File: src/source/l2_cache_pkg.sv
/*
 * Shared widths, field positions and types for the L2 cache.
 * Every RTL block and the testbench import this package by wildcard.
 */
package l2_cache_pkg;

	typedef logic [11:0]  word_addr_t;	// Upstream word address
	typedef logic [31:0]  word_t;
	typedef logic [127:0] block_t;	// Four words, word 0 in the low bits
	typedef logic [5:0]   tag_t;
	typedef logic [3:0]   index_t;
	typedef logic [1:0]   offset_t;
	typedef logic [1:0]   way_t;
	typedef logic [1:0]   age_t;	// 3 is most recent, 0 is the victim

	localparam int NUM_WAYS        = 4;
	localparam int NUM_SETS        = 2 ** $bits(index_t);
	localparam int WORDS_PER_BLOCK = 2 ** $bits(offset_t);

	// Address layout is tag, index, offset from high to low
	localparam int OFFSET_LSB = 0;
	localparam int INDEX_LSB  = OFFSET_LSB + $bits(offset_t);
	localparam int TAG_LSB    = INDEX_LSB + $bits(index_t);

	// Controller states
	typedef enum logic [2:0] {
		IDLE,
		COMPARE,
		WRITE_BACK,
		ALLOCATE,
		RESPOND
	} ctrl_state_t;

endpackage

File: src/source/cache_lookup_if.sv
/*
 * Lookup bus shared by the controller, the tag store and the LRU tracker.
 * The controller presents index and tag; the other two answer combinationally.
 */
`timescale 1ns/1ps

interface cache_lookup_if import l2_cache_pkg::*; ();

	index_t index;
	tag_t   tag;
	logic   access_valid;	// Promote hit_way_sel in the LRU order
	way_t   hit_way_sel;
	logic   fill_valid;	// Install tag into the victim way

	logic   hit;
	way_t   hit_way;
	logic   victim_dirty;
	tag_t   victim_tag;
	way_t   victim_way;

	modport controller (
		output index, tag, access_valid, hit_way_sel, fill_valid,
		input  hit, hit_way, victim_dirty, victim_tag, victim_way
	);

	modport tags (
		input  index, tag, fill_valid, victim_way,
		output hit, hit_way, victim_dirty, victim_tag
	);

	modport lru (
		input  index, access_valid, hit_way_sel,
		output victim_way
	);

endinterface

File: src/source/lru_tracker.sv
/*
 * True LRU by per-set age counters, one per way.
 * The way at age 0 is offered as victim; an access moves its way to age 3.
 */
`timescale 1ns/1ps

module lru_tracker import l2_cache_pkg::*; (
	input logic clk,
	input logic reset,
	cache_lookup_if.lru lookup
);

	age_t age [NUM_SETS][NUM_WAYS];
	age_t sel_age;	// Age of the way being accessed

	assign sel_age = age[lookup.index][lookup.hit_way_sel];

	// Ages in a set are always a permutation of 0..3
	always_comb begin
		lookup.victim_way = '0;
		for (int w = 0; w < NUM_WAYS; w++) begin
			if (age[lookup.index][w] == '0)
				lookup.victim_way = way_t'(w);
		end
	end

	always_ff @(posedge clk or posedge reset) begin
		if (reset) begin
			for (int s = 0; s < NUM_SETS; s++) begin
				for (int w = 0; w < NUM_WAYS; w++)
					age[s][w] <= age_t'(w);	// Way 0 is evicted first
			end
		end else if (lookup.access_valid) begin
			for (int w = 0; w < NUM_WAYS; w++) begin
				if (way_t'(w) == lookup.hit_way_sel)
					age[lookup.index][w] <= '1;
				else if (age[lookup.index][w] > sel_age)
					age[lookup.index][w] <= age[lookup.index][w] - 1'b1;
			end
		end
	end

endmodule

File: src/flat_wrapper.sv
// flat-port wrapper written by rule: the top's interface ports become plain ports
module lru_tracker_flat import l2_cache_pkg::*;
  (clk, reset, lookup_index, lookup_access_valid, lookup_hit_way_sel, lookup_victim_way);
  cache_lookup_if lookup_i ();
  input logic clk;
  input logic reset;
  input wire logic [$bits(lookup_i.index)-1:0] lookup_index;
  input wire logic [$bits(lookup_i.access_valid)-1:0] lookup_access_valid;
  input wire logic [$bits(lookup_i.hit_way_sel)-1:0] lookup_hit_way_sel;
  output wire logic [$bits(lookup_i.victim_way)-1:0] lookup_victim_way;
  assign lookup_i.index = lookup_index;
  assign lookup_i.access_valid = lookup_access_valid;
  assign lookup_i.hit_way_sel = lookup_hit_way_sel;
  assign lookup_victim_way = lookup_i.victim_way;
  lru_tracker u_core (.clk(clk), .reset(reset), .lookup(lookup_i));
endmodule
File: config.mk
export PLATFORM = sky130hd
export DESIGN_NAME = lru_tracker_flat
export DESIGN_NICKNAME = d
export VERILOG_FILES = /design/src/source/l2_cache_pkg.sv /design/src/source/cache_lookup_if.sv /design/src/source/lru_tracker.sv /design/src/flat_wrapper.sv
export SDC_FILE = /design/constraint.sdc
export NUM_CORES = 1
export LEC_CHECK = 0
export ABC_AREA = 1
export BUFFER_PORTS_ARGS = -buffer_cell sky130_fd_sc_hd__buf_2
export CAP_MARGIN = 40
export CORE_MARGIN = 4
export CORE_UTILIZATION = 45
export CTS_CLUSTER_DIAMETER = 100
export CTS_CLUSTER_SIZE = 40
export DETAILED_ROUTE_END_ITERATION = 6
export PLACE_DENSITY = 0.59
export RECOVER_POWER = 100
export REMOVE_ABC_BUFFERS = 1
export SLEW_MARGIN = 20
export SYNTH_ARGS = -nofsm -noshare
export SYNTH_HDL_FRONTEND = slang
export SYNTH_SLANG_ARGS = --single-unit
File: constraint.sdc
create_clock -name clk -period 4.2 [get_ports clk]
set_input_delay 0.21 -clock clk [delete_from_list [all_inputs] [get_ports clk]]
set_output_delay 0.21 -clock clk [all_outputs]
set_load 0.02 [all_outputs]
After elaboration in Yosys (flattened, before gate mapping)
Index checks and enable logic that the tools add are counted.
Cells by class
  $add $sub $neg: 4
  magnitude comparators: 7
  eq/ne operators: 3
  muxes and demuxes: 32
  bitwise gates (word level): 6
  reductions and logical operators: 5
Operator list (count)
  128-bit two-way mux: 11
  128-bit bitwise mux: 4
  128-bit bitwise OR: 4
  8-bit demux with 4-bit select: 4
  8-bit binary-select mux with 4-bit select: 1
  8-bit two-way mux: 3
  2-bit two-way mux: 5
  2-bit > comparator: 4
  2-bit logical NOT: 4
  2-bit by 1-bit subtractor with 2-bit output, second input constant: 4
  6-bit two-way mux: 1
  5-bit greater-or-equal comparator, second input constant: 1
  5-bit by 1-bit < comparator with 1-bit output, second input constant: 1
  4-bit NOT with 5-bit output: 1
  2-bit binary-select mux with 2-bit select: 1
  2-bit equality test, first input constant: 2
  4-bit two-way mux: 1
  3-bit greater-or-equal comparator, second input constant: 1
  2-bit NOT with 3-bit output: 1
  1-bit by 2-bit equality test with 1-bit output, first input constant: 1
  1-bit logical AND: 1
  1-bit two-way mux: 1
Storage, ports and cells
  register bits after elaboration: 128
  bits of input ports: 9
  output and inout bits: 2
  logic and storage cells: 121

Depth between registers and ports, before layout
Gate-level depths: netlist of the first run.
  word-level depth: 22
  depth in mapped cells: 24
  depth with buffers taken out: 23

Least setup slack after synthesis of the first run
OpenSTA, ideal clock, no wires.
  path type: in2reg
  from: input lookup_index[0]
  to: register u_core.age[51] (netlist bit)
  library setup time: 72 ps
  arrival: 2850 ps
  required time: 4128 ps
  slack: 1278 ps
  stages: 22
  buffers on the path: 3
  cells stage by stage: nand2_1 -> inv_2 -> buf_6 -> buf_2 -> a22oi_1 -> nand2_1 -> nand2_1 -> nand2_1 -> o21ai_0 -> nand2_1 -> nor2_1 -> ha_1 -> inv_1 -> nor2_1 -> o21ai_0 -> nand2_1 -> nand2_1 -> buf_2 -> nor2_1 -> inv_1 -> nand2_1 -> o21ai_1
Between the ends
  longest elaborated chain between the ends: 22
  elaborated cells between the ends (all ways): 42
  classes of those cells: 4 x add/sub; 6 x order compare; 26 x mux; 5 x bitwise; 1 x reduce/logical
RTL lines
  from (decl): line flat_wrapper.sv:7  | input wire logic [$bits(lookup_i.index)-1:0] lookup_index;
  4-bit NOT with 5-bit output (implied by the code) *
  8-bit binary-select mux with 4-bit select: line lru_tracker.sv:16, lru_tracker.sv:37, lru_tracker.sv:38
  8-bit two-way mux (implied by the code) (2 in series): line lru_tracker.sv:16, lru_tracker.sv:37, lru_tracker.sv:38
  2-bit binary-select mux with 2-bit select: line lru_tracker.sv:16  | assign sel_age = age[lookup.index][lookup.hit_way_sel];
  2-bit two-way mux (implied by the code) (2 in series): line lru_tracker.sv:16
  2-bit > comparator: line lru_tracker.sv:37  | else if (age[lookup.index][w] > sel_age)
  128-bit two-way mux: line lru_tracker.sv:37
  128-bit two-way mux: line lru_tracker.sv:35  | if (way_t'(w) == lookup.hit_way_sel)
  (+4 left out)
  128-bit two-way mux: line lru_tracker.sv:33  | end else if (lookup.access_valid) begin
  128-bit bitwise mux: line lru_tracker.sv:38  | age[lookup.index][w] <= age[lookup.index][w] - 1'b1;
  128-bit two-way mux: line lru_tracker.sv:37
  128-bit two-way mux: line lru_tracker.sv:35
  128-bit two-way mux: line lru_tracker.sv:33
  128-bit bitwise mux: line lru_tracker.sv:38
  128-bit two-way mux: line lru_tracker.sv:37
  128-bit two-way mux *: line lru_tracker.sv:35
  to (signal, indexed assignment): line lru_tracker.sv:31  | age[s][w] <= age_t'(w);
  to (signal, indexed assignment): line lru_tracker.sv:38
  to (decl): line lru_tracker.sv:13  | age_t age [NUM_SETS][NUM_WAYS];
Every way passes the cells marked *; elsewhere a longest branch is shown, timed or not. The select of a mux whose other input is x is not followed.
A chain may end at the register's enable or synchronous reset.

Final worst setup path of the first run
  from: input lookup_index[0]
  to: register u_core.age[95] (netlist bit)
Same word-level chain as after synthesis.

==> results of run 1 <==
routing by layer:
layer | track usage | vias up | share of wire
met1 | 0.345 | 3187 | 0.45
met5 | 0 | - | 0
li1 | - | 3342 | -
met3 | 0.0442 | 51 | 0.061
met4 | 0.123 | 0 | 0.036
met2 | 0.376 | 218 | 0.45
cell families after synthesis:
kind of cell	count (synthesis)	share of synthesized area
AND/OR/NAND/NOR	561	0.303
multiplexers	16	0.0212
adder cells (fa/ha/maj)	11	0.0182
flip-flops	128	0.434
buffers and inverters	185	0.103
AO/OA/AOI/OAI	158	0.121
placed cells by master (no fill, tap or decap), drive strengths merged:
cell	count
dfrtp	64
nand3	64
nand2	372
inv	146
bufinv	1
clkdlybuf4s25	1
buf	23
a21oi	43
a22oi	35
clkinv	10
dfstp	64
nand4	5
mux2i	16
nor2	119
clkinvlp	4
clkbuf	23
or2	1
dlygate4sd3	1
o21ai	80
ha	11
where the power goes:
group | switching (mW) | internal, mW | total, mW
combinational | 1.18 | 0.541 | 1.72
sequential | 0.295 | 1.85 | 2.14
clock | 0.568 | 0.824 | 1.39
final timing paths:
| path | from | end | slack, ps | depth (start not counted) |
|---|---|---|---|---|
| max in group asynchronous | reset | u_core.age[66]$_DFFE_PP0P_ | 980 | 4 |
| min in group clk | lookup_index[2] | u_core.age[22]$_DFFE_PP0P_ | 370 | 5 |
| worst min-delay path | reset | u_core.age[65]$_DFFE_PP1P_ | 370 | 3 |
| worst max register to register | u_core.age[98]$_DFFE_PP0P_ | u_core.age[95]$_DFFE_PP0P_ | 900 | 19 |
| worst min register to register | u_core.age[44]$_DFFE_PP1P_ | u_core.age[44]$_DFFE_PP1P_ | 470 | 2 |
| worst max-delay path | lookup_index[0] | u_core.age[95]$_DFFE_PP0P_ | 640 | 20 |
metrics by stage:
stage                     worst slack, ps  instances  hold WS (ps)  total power, mW
after CTS                             911       1302           369             5.27
after global placement                547       1269           405             3.85
after floorplan                       557       1025           446             3.27
final                                 642       1303           370             5.26
after global routing                  187       1303           406             5.64
after detailed placement              462       1269           408             3.86
critical path: stages:
cell,delay (ps)
buf_2,370
inv_2,240
nand2_1,270
nor2_1,70
a21oi_1,120
nand2_1,70
nand2_1,60
nand2_1,100
o21ai_0,260
nand2_1,90
nor2_1,270
ha_1,300
a21oi_1,250
nor2_1,80
nor2_2,80
clkbuf_2,500
o21ai_0,260
nand2_1,130
inv_1,50
a21oi_1,130
final cells by class:
class                   count  area, um^2
fillers                  1637        8160
flip-flops and latches    128        3280
clock buffers              22         454
inverters                 151         568
multi-input cells         746        3500
repair buffers             26         185
clock inverters            10        90.1
well taps                 220         275
==> flow_summary.toml, run 1 <==
[outcome]
outcome = "finished with violations"
failed_checks = "capacitance limit, slew limit"

[finish]
largest_register_ffs = 128
final_util = 0.506
stdcell_area_mm2 = 0.00836
top_regs = "u_core.age: 128 flops"
areaGrowthSynthToFinish_pct = 10.6
nets = 1090
largest-register = "u_core.age"
n_antenna_cell = 0
drive_gt1_frac = 0.142

[global_route]
grt_pass1_wl_mm = 35.6
grt_max_degree = 69
antenna_found_initial = 0
first_global_vias = 6562
overflow = 0
track_usage = 0.249

[timing]
slew_violations = 59
tightest_slew_ps = 2760
hold_viol = 0
slew_headroom = -0.840
fin_crit_sh = 0.847
max_freq_ghz = 0.281
layout_min_cycle_time_ps = 3560
finalClockSkew_ps = 9.66
rsz0062_at_grt = "false"
finalSetupViolCount = 0
fin_setup_tns_ps = 0

[yosys]
yosysTopAreaCell = "dfstp_2"
synth_top_area_frac = 0.222
synth_area_mm2 = 0.00756
netlist_top_cells_count = "nand2_1, inv_1, nor2_1"
synth_cells = 1059
ys_seq_area_frac = 0.434
avgSynthCellArea_um2 = 7.14
synth-seq-cells = 128
ys_types = 26
asyncSetResetFlopFracSynth = 1.00
synth_edf_count = 0
synth_ff_type = "dfstp_2"
synth_warnings = 0
synth.most_common_cell = "nand2_1"
yosys-top-cells-area = "dfstp_2, dfrtp_1, nand2_1, inv_1, nor2_1"

[routing]
wl_per_cell_um = 16.9
ant_nets = 0
routed_wl_mm = 22.1
drtPass1Iterations = 6
vias = 6798
vias_per_cell = 5.22
drc = 0
drt_iter0_drc = 638

[clock_network]
clock_latency_ps = 440
cts-hold-fix-buffers = 1
cts_buffers = 17
post_cts_buffers = 0
cts_buffer_depth = 2
cts_resized = 0
cts-root-buf = "clkbuf_16"
h-tree-depth = 4
clock-sinks = 128
clk_pin_slew_ps = 60
cts_tree = "built"

[placement]
placed_area_mm2 = 0.00780
io_buffer_count = 10
hpwlAfterDp_mm = 14.4
gp_congestion = 0.881

[critical_path]
required_ps = 4560
arrival_ps = 3920
critPathKind = "input pin to flop"
cp-start-kind = "input pin"
crit_path_max_fanout = 32
setup.worst_path.end_class = "flop"

[flow_run]
drv_cap = 1

[die]
die_h_um = 138
die_area_mm2 = 0.0189
rows = 47
io_pins = 11
core-area_mm2 = 0.0165
start_util = 0.458
dieWidth_um = 138

[min_path]
hold_path.class = "input pin to asynchronous set/reset pin"

[pwr]
power_leakage_nw = 4.14
vdd_drop_max_mv = 0.417
powerDensity_mw_per_mm2 = 629
No activity file was read; power rests on OpenSTA's default activity.
==> run 2: changes to the inputs <==
PLACE_DENSITY = 0.61   (was 0.59)
clock period = 3.1 ns   (was 4.2 ns; I/O delays follow)
==> run 2 against run 1 <==
  * The flow now finishes without violations
  * Count of clock-buffer cells in the layout decreased by 4
  * Global-route usage decreased by 0.30 points
  * Register-to-register slack got worse by 550 ps
  * Total power increased by 39%
  * Core utilization increased by 1.3 points
  * Critical path type is now flop to flop
  * Highest routed layer unchanged
==> flow_summary.toml, run 2 (same netlist as run 1, synthesis figures left out) <==
[clock_network]
clock_latency_ps = 430
h-tree-depth = 4
post_cts_buffers = 0
cts_tree = "built"
clk_pin_slew_ps = 60
cts_buffer_depth = 2
clock-sinks = 128
cts-root-buf = "clkbuf_16"
cts_buffers = 17

[finish]
n_antenna_cell = 0
top_regs = "u_core.age: 128 flops"
final_cell_mix = "nand2_1, inv_1, nor2_1, o21ai_0"
largest-register = "u_core.age"
largest_register_ffs = 128
drive_gt1_frac = 0.161
areaGrowthSynthToFinish_pct = 13.4
nets = 1112
mostFrequentLayoutCell = "nand2_1"

[routing]
wl_per_cell_um = 16.4
drtPass1Iterations = 5
drt_iter0_drc = 654
routed_wl_mm = 21.8
vias = 6852
ant_nets = 0
vias_per_cell = 5.17
drc = 0

[global_route]
grt_pass1_wl_mm = 35.4
first_global_vias = 6540
track_usage = 0.246
antenna_found_initial = 0
grt_max_degree = 54
overflow = 0

[critical_path]
critPathKind = "flop to flop"
required_ps = 3450
setup.worst_path.end_class = "flop"
crit_path_max_fanout = 18
arrival_ps = 3100
cp-start-kind = "flop"

[die]
dieWidth_um = 138
die_area_mm2 = 0.0189
rows = 47
die_h_um = 138
start_util = 0.458
core-area_mm2 = 0.0165
io_pins = 11

[min_path]
hold_path.class = "input pin to flop"

[placement]
hpwlAfterDp_mm = 14.6
io_buffer_count = 10
gp_congestion = 0.882

[pwr]
vdd_drop_max_mv = 0.469
power_leakage_nw = 4.26
powerDensity_mw_per_mm2 = 851
power.total_mw = 7.29

[timing]
layout_min_cycle_time_ps = 2750
finalSetupViolCount = 0
finalClockSkew_ps = 6.99
hold-worst-slack_ps = 286
slew_headroom = 0.0593
max_freq_ghz = 0.363
slew_violations = 0
hold_viol = 0
fin_crit_sh = 0.888
tightest_slew_ps = 1410
rsz0062_at_grt = "false"

[flow_run]
drv_cap = 0

[outcome]
outcome = "completed"
## run 2: metrics by stage
step	setup TNS [ps]	setup slack (ps)	cell area, um^2	instances	util
3_3_place_gp	0	52.1	8040	1291	0.487
3_5_place_dp	0	7.78	8040	1291	0.487
6_report	0	346	8580	1325	0.519
4_1_cts	0	278	8610	1324	0.521
5_1_grt	0	20.9	8580	1325	0.519
2_1_floorplan	-37440	-488	7350	1025	-
## run 2: critical path, cell delays in order, from the launching register on
cell	delay, ps
dfstp_2	370
a22oi_1	230
nand2_1	90
nand2_1	60
nand2_1	100
nor2_1	200
nor2_1	60
nor2_1	80
nand2_1	140
ha_1	330
a21oi_1	210
nor2_1	70
nor2_2	110
buf_4	230
o21ai_0	160
nand2_1	80
inv_1	40
a21oi_1	120
## run 2: metal layers
layer	vias to the layer above	GRT usage	share of wire
met2	202	0.384	0.46
met5	-	0	0
li1	3394	-	-
met4	0	0.0671	0.014
met1	3231	0.346	0.46
met3	25	0.0548	0.067
## run 2: report_power, final
| group | switching (mW) | internal, mW |
|---|---|---|
| Clock | 0.816 | 1.11 |
| Sequential | 0.363 | 2.50 |
| Combinational | 1.63 | 0.871 |
| Total | 2.81 | 4.48 |
## run 2: what timing repair did
item,4_1_cts,5_1_grt
endpoints found under the hold margin,23,0
setup endpoints to repair,0,10
hold buffers,1,0
gates resized for setup,0,2
## run 2: worst paths after layout
path	start	end	slack, ps	cells after the start
min	lookup_index[2]	u_core.age[22]$_DFFE_PP0P_	290	5
max	u_core.age[92]$_DFFE_PP1P_	u_core.age[47]$_DFFE_PP0P_	350	17
min reg2reg	u_core.age[24]$_DFFE_PP1P_	u_core.age[24]$_DFFE_PP1P_	470	2
max in group asynchronous	reset	u_core.age[93]$_DFFE_PP0P_	760	5
min in group asynchronous	reset	u_core.age[30]$_DFFE_PP0P_	740	4
max reg2reg	u_core.age[92]$_DFFE_PP1P_	u_core.age[47]$_DFFE_PP0P_	350	17
## run 2: final cells by class
type	instances	area, um^2
clock inverter	14	133
tap	220	275
clock buffer	18	429
inverter	151	568
multi-input combinational	746	3510
sequential	128	3280
timing repair buffer	48	382
fill	1634	7950
