`src/source/l2_cache_pkg.sv`:
```
/*
 * Shared widths, field positions and types for the L2 cache.
 * Every RTL block and the testbench import this package by wildcard.
 */
package l2_cache_pkg;

	typedef logic [11:0]  word_addr_t;	// Upstream word address
	typedef logic [31:0]  word_t;
	typedef logic [127:0] block_t;	// Four words, word 0 in the low bits
	typedef logic [5:0]   tag_t;
	typedef logic [3:0]   index_t;
	typedef logic [1:0]   offset_t;
	typedef logic [1:0]   way_t;
	typedef logic [1:0]   age_t;	// 3 is most recent, 0 is the victim

	localparam int NUM_WAYS        = 4;
	localparam int NUM_SETS        = 2 ** $bits(index_t);
	localparam int WORDS_PER_BLOCK = 2 ** $bits(offset_t);

	// Address layout is tag, index, offset from high to low
	localparam int OFFSET_LSB = 0;
	localparam int INDEX_LSB  = OFFSET_LSB + $bits(offset_t);
	localparam int TAG_LSB    = INDEX_LSB + $bits(index_t);

	// Controller states
	typedef enum logic [2:0] {
		IDLE,
		COMPARE,
		WRITE_BACK,
		ALLOCATE,
		RESPOND
	} ctrl_state_t;

endpackage

```
`src/source/cache_lookup_if.sv`:
```
/*
 * Lookup bus shared by the controller, the tag store and the LRU tracker.
 * The controller presents index and tag; the other two answer combinationally.
 */
`timescale 1ns/1ps

interface cache_lookup_if import l2_cache_pkg::*; ();

	index_t index;
	tag_t   tag;
	logic   access_valid;	// Promote hit_way_sel in the LRU order
	way_t   hit_way_sel;
	logic   fill_valid;	// Install tag into the victim way

	logic   hit;
	way_t   hit_way;
	logic   victim_dirty;
	tag_t   victim_tag;
	way_t   victim_way;

	modport controller (
		output index, tag, access_valid, hit_way_sel, fill_valid,
		input  hit, hit_way, victim_dirty, victim_tag, victim_way
	);

	modport tags (
		input  index, tag, fill_valid, victim_way,
		output hit, hit_way, victim_dirty, victim_tag
	);

	modport lru (
		input  index, access_valid, hit_way_sel,
		output victim_way
	);

endinterface

```
`src/source/tag_store.sv`:
```
/*
 * Tag, valid and dirty bits for every way of every set.
 * Hit and victim status are combinational from the lookup bus.
 */
`timescale 1ns/1ps

module tag_store import l2_cache_pkg::*; (
	input logic clk,
	input logic reset,
	cache_lookup_if.tags lookup,
	input logic set_dirty,	// Write hit on the hit way
	input logic clear_dirty	// Victim has been written back
);

	tag_t tag_mem [NUM_SETS][NUM_WAYS];
	logic valid   [NUM_SETS][NUM_WAYS];
	logic dirty   [NUM_SETS][NUM_WAYS];

	// Compare the tag against all ways of the set
	always_comb begin
		lookup.hit = 1'b0;
		lookup.hit_way = '0;
		for (int w = 0; w < NUM_WAYS; w++) begin
			if (valid[lookup.index][w] && tag_mem[lookup.index][w] == lookup.tag) begin
				lookup.hit = 1'b1;
				lookup.hit_way = way_t'(w);
			end
		end
	end

	assign lookup.victim_dirty = dirty[lookup.index][lookup.victim_way];
	assign lookup.victim_tag = tag_mem[lookup.index][lookup.victim_way];	// For write-back address

	always_ff @(posedge clk or posedge reset) begin
		if (reset) begin
			for (int s = 0; s < NUM_SETS; s++) begin
				for (int w = 0; w < NUM_WAYS; w++) begin
					valid[s][w] <= 1'b0;
					dirty[s][w] <= 1'b0;
				end
			end
		end else begin
			if (lookup.fill_valid) begin
				valid[lookup.index][lookup.victim_way] <= 1'b1;
				dirty[lookup.index][lookup.victim_way] <= 1'b0;	// Fresh copy of memory
			end else if (set_dirty) begin
				dirty[lookup.index][lookup.hit_way] <= 1'b1;
			end else if (clear_dirty) begin
				dirty[lookup.index][lookup.victim_way] <= 1'b0;
			end
		end
	end

	always_ff @(posedge clk) begin
		if (lookup.fill_valid)
			tag_mem[lookup.index][lookup.victim_way] <= lookup.tag;
	end

endmodule

```
`src/flat_wrapper.sv`:
```
// flat-port wrapper written by rule: the top's interface ports become plain ports
module tag_store_flat import l2_cache_pkg::*;
  (clk, reset, set_dirty, clear_dirty, lookup_index, lookup_tag, lookup_fill_valid, lookup_victim_way, lookup_hit, lookup_hit_way, lookup_victim_dirty, lookup_victim_tag);
  cache_lookup_if lookup_i ();
  input logic clk;
  input logic reset;
  input logic set_dirty;
  input logic clear_dirty;
  input wire logic [$bits(lookup_i.index)-1:0] lookup_index;
  input wire logic [$bits(lookup_i.tag)-1:0] lookup_tag;
  input wire logic [$bits(lookup_i.fill_valid)-1:0] lookup_fill_valid;
  input wire logic [$bits(lookup_i.victim_way)-1:0] lookup_victim_way;
  output wire logic [$bits(lookup_i.hit)-1:0] lookup_hit;
  output wire logic [$bits(lookup_i.hit_way)-1:0] lookup_hit_way;
  output wire logic [$bits(lookup_i.victim_dirty)-1:0] lookup_victim_dirty;
  output wire logic [$bits(lookup_i.victim_tag)-1:0] lookup_victim_tag;
  assign lookup_i.index = lookup_index;
  assign lookup_i.tag = lookup_tag;
  assign lookup_i.fill_valid = lookup_fill_valid;
  assign lookup_i.victim_way = lookup_victim_way;
  assign lookup_hit = lookup_i.hit;
  assign lookup_hit_way = lookup_i.hit_way;
  assign lookup_victim_dirty = lookup_i.victim_dirty;
  assign lookup_victim_tag = lookup_i.victim_tag;
  tag_store u_core (.clk(clk), .reset(reset), .lookup(lookup_i), .set_dirty(set_dirty), .clear_dirty(clear_dirty));
endmodule
```
`config.mk`:
```
export PLATFORM = sky130hd
export DESIGN_NAME = tag_store_flat
export DESIGN_NICKNAME = d
export VERILOG_FILES = /design/src/source/l2_cache_pkg.sv /design/src/source/cache_lookup_if.sv /design/src/source/tag_store.sv /design/src/flat_wrapper.sv
export SDC_FILE = /design/constraint.sdc
export NUM_CORES = 1
export LEC_CHECK = 0
export BUFFER_PORTS_ARGS = -buffer_cell sky130_fd_sc_hd__buf_2
export CORE_MARGIN = 2
export CORE_UTILIZATION = 37
export CTS_BUF_LIST = sky130_fd_sc_hd__clkbuf_8 sky130_fd_sc_hd__clkbuf_16
export CTS_CLUSTER_DIAMETER = 50
export DETAILED_ROUTE_END_ITERATION = 10
export HOLD_SLACK_MARGIN = 0.06
export MAX_ROUTING_LAYER = met4
export PLACE_DENSITY_LB_ADDON = 0.15
export SETUP_SLACK_MARGIN = 0.3
export SLEW_MARGIN = 20
export SYNTH_ARGS = -nofsm -noshare
export SYNTH_HDL_FRONTEND = slang
export SYNTH_SLANG_ARGS = --single-unit
```
`constraint.sdc`:
```
create_clock -name clk -period 13 [get_ports clk]
set_clock_uncertainty 0.2 [all_clocks]
set_input_delay 2.6 -clock clk [delete_from_list [all_inputs] [get_ports clk]]
set_output_delay 2.6 -clock clk [all_outputs]
set_load 0.05 [all_outputs]
```
# Yosys cells after proc, flatten, opt, wreduce, memory -nomap -nowiden
# Memories as Yosys holds them, arrays and structs flattened.
# Index checks and enable logic that the tools add are counted.
[totals]
ff_bits = 128
ram_bits = 384
in_bits = 17
output_inout_bits = 10
memories = 1
[memory_table]
columns = ["memory", "depth", "word_bits", "rd", "rd_clocked_by_memory_dff", "write_ports", "line", "text"]
rows = [
  ["u_core.tag_mem", 16, 24, 1, 0, 1, "tag_store.sv:15", "tag_t tag_mem [NUM_SETS][NUM_WAYS];"],
]
[classes]
magnitude_cmp = 6
eq_ne = 4
mux = 34
n_bitwise = 7
n_reduce_logical = 8
[ops]
columns = ["op", "count"]
rows = [
  ["2-to-1 mux 64 bit", 3],
  ["OR 64 bit", 2],
  ["AND 64 bit", 1],
  ["NOT 64 bit", 1],
  ["binary-select mux 4 bit (select 4 bit)", 2],
  ["demux 4 bit (select 4 bit)", 2],
  ["== test 6 bit", 4],
  ["2-to-1 mux 24 bit", 1],
  ["2-to-1 mux 4 bit", 6],
  ["2-to-1 mux 6 bit", 3],
  ["binary-select mux 6 bit (select 2 bit)", 1],
  ["demux 6 bit (select 2 bit)", 1],
  ["2-to-1 mux 1 bit", 10],
  ["logical AND 1 bit", 7],
  [">= comparator 3 bit (second input constant)", 2],
  ["< comparator 3 x 1 -> 1 bit (second input constant)", 2],
  ["NOT 2 -> 3 bit", 2],
  [">= comparator 5 bit (second input constant)", 1],
  ["< comparator 5 x 1 -> 1 bit (second input constant)", 1],
  ["NOT 4 -> 5 bit", 1],
  ["demux 1 bit (select 2 bit)", 2],
  ["2-to-1 mux 2 bit", 2],
  ["nonzero test 3 bit", 1],
  ["binary-select mux 1 bit (select 2 bit)", 1],
]

# Longest topological paths before layout
# Gate-level depths: netlist (run 1).
[depth]
word_depth = 18
depth_mapped = 14

# Least setup slack after synthesis (run 1)
# Ideal clock, no wire load.
[synth_timing]
kind = "input port to output port"
from = "input lookup_index[1]"
to = "output lookup_hit_way[0]"
arrival_ps = 5639
required_ps = 10200
slack_ps = 4561
path_stages = 12
path_buffers = 5
path_cell_list = "buf_2 > buf_2 > buf_1 > mux4_2 > mux2i_1 > mux2_2 > xor2_1 > nand2_1 > or2_1 > buf_6 > buf_8 > o22ai_1"
[synth_via]
elab_chain_cells = 8
elab_cells_between_ends = 14
cone_classes = "eq/ne: 3; mux: 6; bitwise: 1; reduce/logical: 3; memory: 1"
[synth_rtl]
columns = ["element", "line", "text"]
rows = [
  ["start: declaration", "flat_wrapper.sv:9", "input wire logic [$bits(lookup_i.index)-1:0] lookup_index;"],
  ["branches (longest 7 deep; another with memory read (16 x 24 bit))", "--", ""],
  ["2-to-1 mux 2 bit *", "tag_store.sv:24", "if (valid[lookup.index][w] && tag_mem[lookup.index][w] == lookup.tag) begin"],
  ["end: declaration", "flat_wrapper.sv:14", "output wire logic [$bits(lookup_i.hit_way)-1:0] lookup_hit_way;"],
]
# Every way passes the cells marked *. The select of a mux whose other input is x is not followed.

# Final worst setup path (run 1)
[layout_timing]
from = "input lookup_index[0]"
to = "output lookup_hit_way[0]"
# The elaborated chain is that of the path after synthesis.

==> flow_summary.yaml, run 1 <==
route:
  top_layer: "met4"
  drt-wirelength-per-cell_um: 27.0
  drt-total-wl_um: 61000
  viasPerCell: 5.75
  met3_wirelength_um: 3800
  dr_wl_met2_um: 27700
  drc: 0
  drt_pass1_iterations: 5
  routedLengthMet1_um: 27700
  vias: 12970
  drt-initial-drc-count: 1226
  ant_nets: 0
finish:
  leading_cell_types_in_the_layout_fill_and_taps_excluded: "384 x sky130_fd_sc_hd__edfxtp_1, 129 x sky130_fd_sc_hd__mux4_2, 128 x sky130_fd_sc_hd__dfrtp_1, 123 x sky130_fd_sc_hd__nor2_1, 78 x sky130_fd_sc_hd__o21ai_0"
  final_common_cell: "sky130_fd_sc_hd__edfxtp_1"
  post_route_cells_drive_above_1_share_pct: 26.0
  num_antenna_cells: 0
  filler_cell_count: 5261
  finish.net_count: 1445
  area.growth.synth_to_final_pct: 13.9
  post-route-util_pct: 42.8
logic_synthesis:
  synth_seq_area_share_pct: 66.3
  yosys.area_share.xor_xnor_pct: 0.868
  synth.avg_cell_area_um2: 15.8
  synthesis.yosys.warnings: 0
  number_of_synthesized_flops_with_an_enable_pin: 384
  synth_top_area_share_pct: 51.9
  synth_compound_gate_area_share_pct: 7.12
  post_synth_fa_ha_maj_area_fraction_pct: 0
  synth_top_flop_cell: "sky130_fd_sc_hd__edfxtp_1"
  synth_simple_gate_area_share_pct: 6.95
  post_synthesis_sequential_element_count: 512
  synthCells: 1404
  synth_area_mm2: 0.0222
  synth-async-reset-ratio_pct: 25.0
  synth_top_family_by_area: "multiplexers"
  synthDistinctLibCells: 53
  netlist.top_cell.by_area: "sky130_fd_sc_hd__edfxtp_1"
  synth.top_cells.by_area: "sky130_fd_sc_hd__edfxtp_1 52%, sky130_fd_sc_hd__dfrtp_1 14%, sky130_fd_sc_hd__mux4_2 13%, sky130_fd_sc_hd__mux2i_1 2.3%, sky130_fd_sc_hd__o31ai_1 2.1%"
  post_synth_mux_area_share_pct: 16.4
  synth_nets: 1421
global_route:
  gr-total-overflow: 0
  grt_use_total_pct: 20.5
  antenna_found_initial: 0
  grt_start_max_net_pins: 73
  wire_length_of_the_first_global_routing_pass_um: 90800
  vias_in_the_first_global_route: 13082
clock_network:
  cts-hold-fix-buffers: 0
  cts-root-to-sink-buffers: 3
  cts_resized: 0
  cts.sink_count: 512
  clk_transition_reported_paths_ps: 60
  number_of_buffers_inserted_by_post_cts_setup_repair: 0
  cts_buffer_count: 67
  htree_num_levels: 3
  clkLatencyLatePin_ps: 600
  clock_tree.root_cell: "sky130_fd_sc_hd__clkbuf_16"
  tritoncts_clock_tree: "yes"
pwr:
  power_density_mw_per_mm2: 160
  vdd.ir_drop.worst_mv: 0.0982
  static-leakage-power_uw: 0.00881
  total_power_uw: 4040
timing:
  tns_ps: 0
  setup-violations-final: 0
  worst_slew_margin_rel_pct: 30.4
  setup_repair_after_global_routing_missed_its_margin: "false"
  maxSlewViolCount: 0
  whs_ps: 259
  period_needed_ps: 9690
  timing.final.hold_violations: 0
  peak_freq_ghz: 0.103
  final_min_period_over_clock_period_pct: 74.6
  tightestPinTransition_ps: 1040
outcome:
  outcome: "finished clean"
critical_path:
  crit_path_max_incr_delay_ps: 610
  crit_fanout: 61
  worst_ep_required_time_ps: 10200
  critical-path-slowest-cell: "sky130_fd_sc_hd__or2_1"
  critPathCaptureType: "output port"
  path_class: "primary input to output port"
  r2r.worst_path.cells: 8
  start_kind: "primary input"
  crit_arrival_ps: 6890
  timing.critical_path.cells: "buf_8 > buf_4 > mux4_2 > a22o_1 > a221oi_2 > xor2_1 > o221ai_2 > or2_1 > o22ai_1 > buf_2"
place:
  place.port_buffers: 26
  detailed_place_hpwl_um: 36600
  gpl.final_weighted_congestion: 0.821
die:
  chip_height_um: 249
  floorplan.initialDensity_pct: 37.6
  design.core.area_mm2: 0.0591
  floorplan.io_pins: 27
  design.die.area_mm2: 0.0620
  die_x_um: 249
  fp-row-count: 89
min_path:
  hp-class: "flop to flop"
  worst_hold_path.num_cells: 1
run:
  maxCapViolCount: 0
## per-layer routing
layer / GRT usage [%] / vias up
met5: - / -
met4: 6.81 / 0
met3: 4.14 / 126
met2: 30.1 / 478
met1: 28.7 / 6817
li1: - / 5549
## cells by family after synthesis
logic type,after synthesis
XOR/XNOR,22
flip-flops,512
AND/OR/NAND/NOR,324
AO/OA/AOI/OAI,243
buffers and inverters,102
multiplexers,201
## layout make-up
class                   count  area [um^2]  area share, %
clock buffers              77         1880           7.44
clock inverters            46          367           1.45
inverters                   7         31.3          0.124
multi-input cells         790         6980           27.6
flip-flops and latches    512        14700           58.3
well taps                 773          967           3.82
repair buffers             50          325           1.29
## power by group
group / internal [uW] / total (uW) / switching, uW
combinational: 135 / 336 / 201
sequential: 1820 / 1850 / 31.6
clock: 1120 / 1850 / 723
total: 3080 / 4040 / 956
## worst max-delay path, delay by kind of cell
kind	cells	cell delay, ps
muxes	1	600
and+or+nand+nor	1	610
buffers and inverters	3	1420
AOI/OAI and AO/OA	4	1300
xor gates and xnor gates	1	250
## stage by stage
stage / instance area (um^2) / std cells / setup slack (ps)
2_1_floorplan: 22200 / 1404 / 4560
3_3_place_gp: 23000 / 2132 / 3380
3_5_place_dp: 23000 / 2132 / 3350
4_1_cts: 25300 / 2255 / 3310
5_1_grt: 25300 / 2255 / 3030
6_report: 25300 / 2255 / 3310
## Yosys cell counts (7+ instances only)
library cell and number:
sky130_fd_sc_hd__xnor2_1 17, sky130_fd_sc_hd__nor3_1 14, sky130_fd_sc_hd__or3_1 7, sky130_fd_sc_hd__or2_2 65, sky130_fd_sc_hd__nand3_1 42, sky130_fd_sc_hd__buf_2 21
sky130_fd_sc_hd__dfrtp_1 128, sky130_fd_sc_hd__buf_1 10, sky130_fd_sc_hd__o22ai_1 7, sky130_fd_sc_hd__edfxtp_1 384, sky130_fd_sc_hd__o31ai_1 62, sky130_fd_sc_hd__o31ai_2 9
sky130_fd_sc_hd__mux4_2 129, sky130_fd_sc_hd__o21ai_0 78, sky130_fd_sc_hd__mux2_2 19, sky130_fd_sc_hd__nor2b_1 8, sky130_fd_sc_hd__nor2_1 123, sky130_fd_sc_hd__a22o_1 7
sky130_fd_sc_hd__a21oi_1 51, sky130_fd_sc_hd__nand2_1 46, sky130_fd_sc_hd__mux2i_1 52, sky130_fd_sc_hd__clkbuf_1 50
## worst paths after layout
check	from	to	slack, ps
setup / recovery	lookup_index[0]	lookup_hit_way[0]	3310
hold / removal	u_core.valid[57]$_DFFE_PP0P_	u_core.valid[57]$_DFFE_PP0P_	260
setup reg to reg	u_core.tag_mem[15][8]$_DFFE_PP_	u_core.dirty[18]$_DFFE_PP0P_	9570
hold reg to reg	u_core.valid[57]$_DFFE_PP0P_	u_core.valid[57]$_DFFE_PP0P_	260
max in group asynchronous	reset	u_core.valid[1]$_DFFE_PP0P_	9250
min in group asynchronous	reset	u_core.valid[31]$_DFFE_PP0P_	1930
## flip-flops by register name, summed over array words and instances (netlist names)
register,count
u_core.tag_mem,384
u_core.dirty,64
u_core.valid,64
Power figures use the tool's default switching activity.
==> inputs of run 2 (changes only) <==
Clock period 13 ns to 8.6 ns, I/O delays scaled along.
==> run 2 against run 1 <==
Against the previous run:
- cell count rose by 0.40%
- via count shrank 0.72%
- flip-flop and latch count is the same
- power grew 53%
- utilization is 0.23 points higher
- global-route usage barely moved
- sequential share of layout area decreased by 0.31 points
- combinational power rose by 53%
- die area is the same
- critical endpoint unchanged
- largest cell class unchanged
- largest power group is now the clock network
- highest routed layer unchanged
==> flow_summary.yaml, run 2 (same netlist as run 1, synthesis figures left out) <==
route:
  drc: 0
  ant_nets: 0
  drt-wirelength-per-cell_um: 27.0
  viasPerCell: 5.69
  drt-initial-drc-count: 1165
  vias: 12876
  drt_pass1_iterations: 7
  drt-total-wl_um: 61000
clock_network:
  cts-root-to-sink-buffers: 3
  clkLatencyLatePin_ps: 610
  htree_num_levels: 3
  cts.sink_count: 512
  cts_buffer_count: 68
  clk_transition_reported_paths_ps: 60
  cts-hold-fix-buffers: 0
  cts_resized: 0
  number_of_buffers_inserted_by_post_cts_setup_repair: 0
  tritoncts_clock_tree: "yes"
  clock_tree.root_cell: "sky130_fd_sc_hd__clkbuf_16"
finish:
  regMostFlops: "u_core.tag_mem"
  reg_top3: "u_core.tag_mem (384), u_core.dirty (64), u_core.valid (64)"
  largest_register_ff_count: 384
  final_cell_count_no_fill: 2264
  leading_cell_types_in_the_layout_fill_and_taps_excluded: "384 x sky130_fd_sc_hd__edfxtp_1, 129 x sky130_fd_sc_hd__mux4_2, 128 x sky130_fd_sc_hd__dfrtp_1, 122 x sky130_fd_sc_hd__nor2_1, 78 x sky130_fd_sc_hd__o21ai_0"
  finish.net_count: 1451
  area.growth.synth_to_final_pct: 14.5
  final_common_cell: "sky130_fd_sc_hd__edfxtp_1"
  post_route_cells_drive_above_1_share_pct: 26.5
timing:
  setup-violations-final: 0
  peak_freq_ghz: 0.133
  worst_slew_margin_rel_pct: 27.5
  period_needed_ps: 7510
  final_min_period_over_clock_period_pct: 87.3
  tns_ps: 0
  maxSlewViolCount: 0
  tightestPinTransition_ps: 1080
  timing.final.hold_violations: 0
  setup_repair_after_global_routing_missed_its_margin: "false"
min_path:
  worst_hold_path.num_cells: 1
  hp-class: "flop to flop"
  timing.hold.worst_endpoint: "u_core.valid[45]$_DFFE_PP0P_"
  worstHoldStart: "u_core.valid[45]$_DFFE_PP0P_"
critical_path:
  start_kind: "primary input"
  crit_fanout: 70
  reg2reg_slack_ps: 5160
  critical_path.reg2reg.endpoint: "u_core.dirty[26]$_DFFE_PP0P_"
  crit_arrival_ps: 5590
  path_class: "primary input to output port"
  r2r.worst_path.cells: 8
  regToRegStartpoint: "u_core.tag_mem[7][9]$_DFFE_PP_"
  worst_ep_required_time_ps: 6680
  critPathCaptureType: "output port"
global_route:
  wire_length_of_the_first_global_routing_pass_um: 91300
  vias_in_the_first_global_route: 13177
  antenna_found_initial: 1
  gr-total-overflow: 0
  grt_start_max_net_pins: 73
  grt_use_total_pct: 20.6
die:
  die_x_um: 249
  floorplan.initialDensity_pct: 37.6
  chip_height_um: 249
  fp-row-count: 89
  design.core.area_mm2: 0.0591
  design.die.area_mm2: 0.0620
  floorplan.io_pins: 27
pwr:
  power_density_mw_per_mm2: 243
  vdd.ir_drop.worst_mv: 0.141
  static-leakage-power_uw: 0.00885
outcome:
  outcome: "finished clean"
place:
  place_inst: 2137
  detailed_place_hpwl_um: 37100
  gpl.final_weighted_congestion: 0.812
  place.port_buffers: 26
run:
  maxCapViolCount: 0
[run 2: cell types whose count changed in the layout (fill, tap and decap cells not counted), sizes merged]
cell | previous run | this run
bufinv | 4 | 6
buf | 50 | 55
inv | 28 | 30
clkbuf | 77 | 76
clkinvlp | 4 | 9
clkinv | 17 | 12
diode | 0 | 1
[run 2: area by class of cell]
class	instances	area (um^2)
Sequential cell	512	14700
Multi-Input combinational cell	790	6980
Timing Repair Buffer	55	388
Clock inverter	50	477
Fill cell	5203	33700
Tap cell	773	967
Antenna cell	1	2.50
Clock buffer	76	1850
Inverter	7	31.3
[run 2: where the power goes]
group	switching (uW)	internal (uW)	leakage, uW
Clock	1120	1750	0.00117
Sequential	46.3	2750	0.00512
Combinational	307	207	0.00256
Total	1470	4710	0.00885
[run 2: metal layers]
metal,vias to the layer above,share of wire (%),track usage [%]
met4,0,2.4,6.30
met2,390,46,30.4
met3,95,5.2,3.69
li1,5581,-,-
met1,6810,46,29.1
met5,-,0,-
[run 2: worst max-delay path by stage]
stage | start | end | slack, ps | cells after the start
5_1_grt | lookup_index[0] | lookup_hit | 820 | 10
3_5_place_dp | lookup_index[0] | lookup_hit | 1060 | 10
2_1_floorplan | lookup_index[1] | lookup_hit_way[0] | 1920 | 12
6_report | lookup_index[0] | lookup_hit_way[0] | 1090 | 9
3_3_place_gp | lookup_index[0] | lookup_hit | 1080 | 10
4_1_cts | lookup_index[0] | lookup_hit | 1010 | 10
[run 2: critical path, stage by stage]
cell	delay, ps
sky130_fd_sc_hd__buf_8	580
sky130_fd_sc_hd__mux4_2	620
sky130_fd_sc_hd__a22o_1	260
sky130_fd_sc_hd__a221oi_2	210
sky130_fd_sc_hd__xor2_1	280
sky130_fd_sc_hd__o221ai_2	290
sky130_fd_sc_hd__or2_1	650
sky130_fd_sc_hd__o22ai_1	540
sky130_fd_sc_hd__buf_2	350
[run 2: stage by stage]
step	util, %	power (uW)	instance area, um^2	hold WS, ps	setup WS, ps
after floorplan	-	3180	22200	234	1920
after global placement	39.1	3360	23100	243	1080
after detailed placement	39.1	3370	23100	248	1060
after CTS	43.0	6240	25400	261	1010
after global routing	43.0	6390	25400	276	823
final	43.0	6180	25400	260	1090
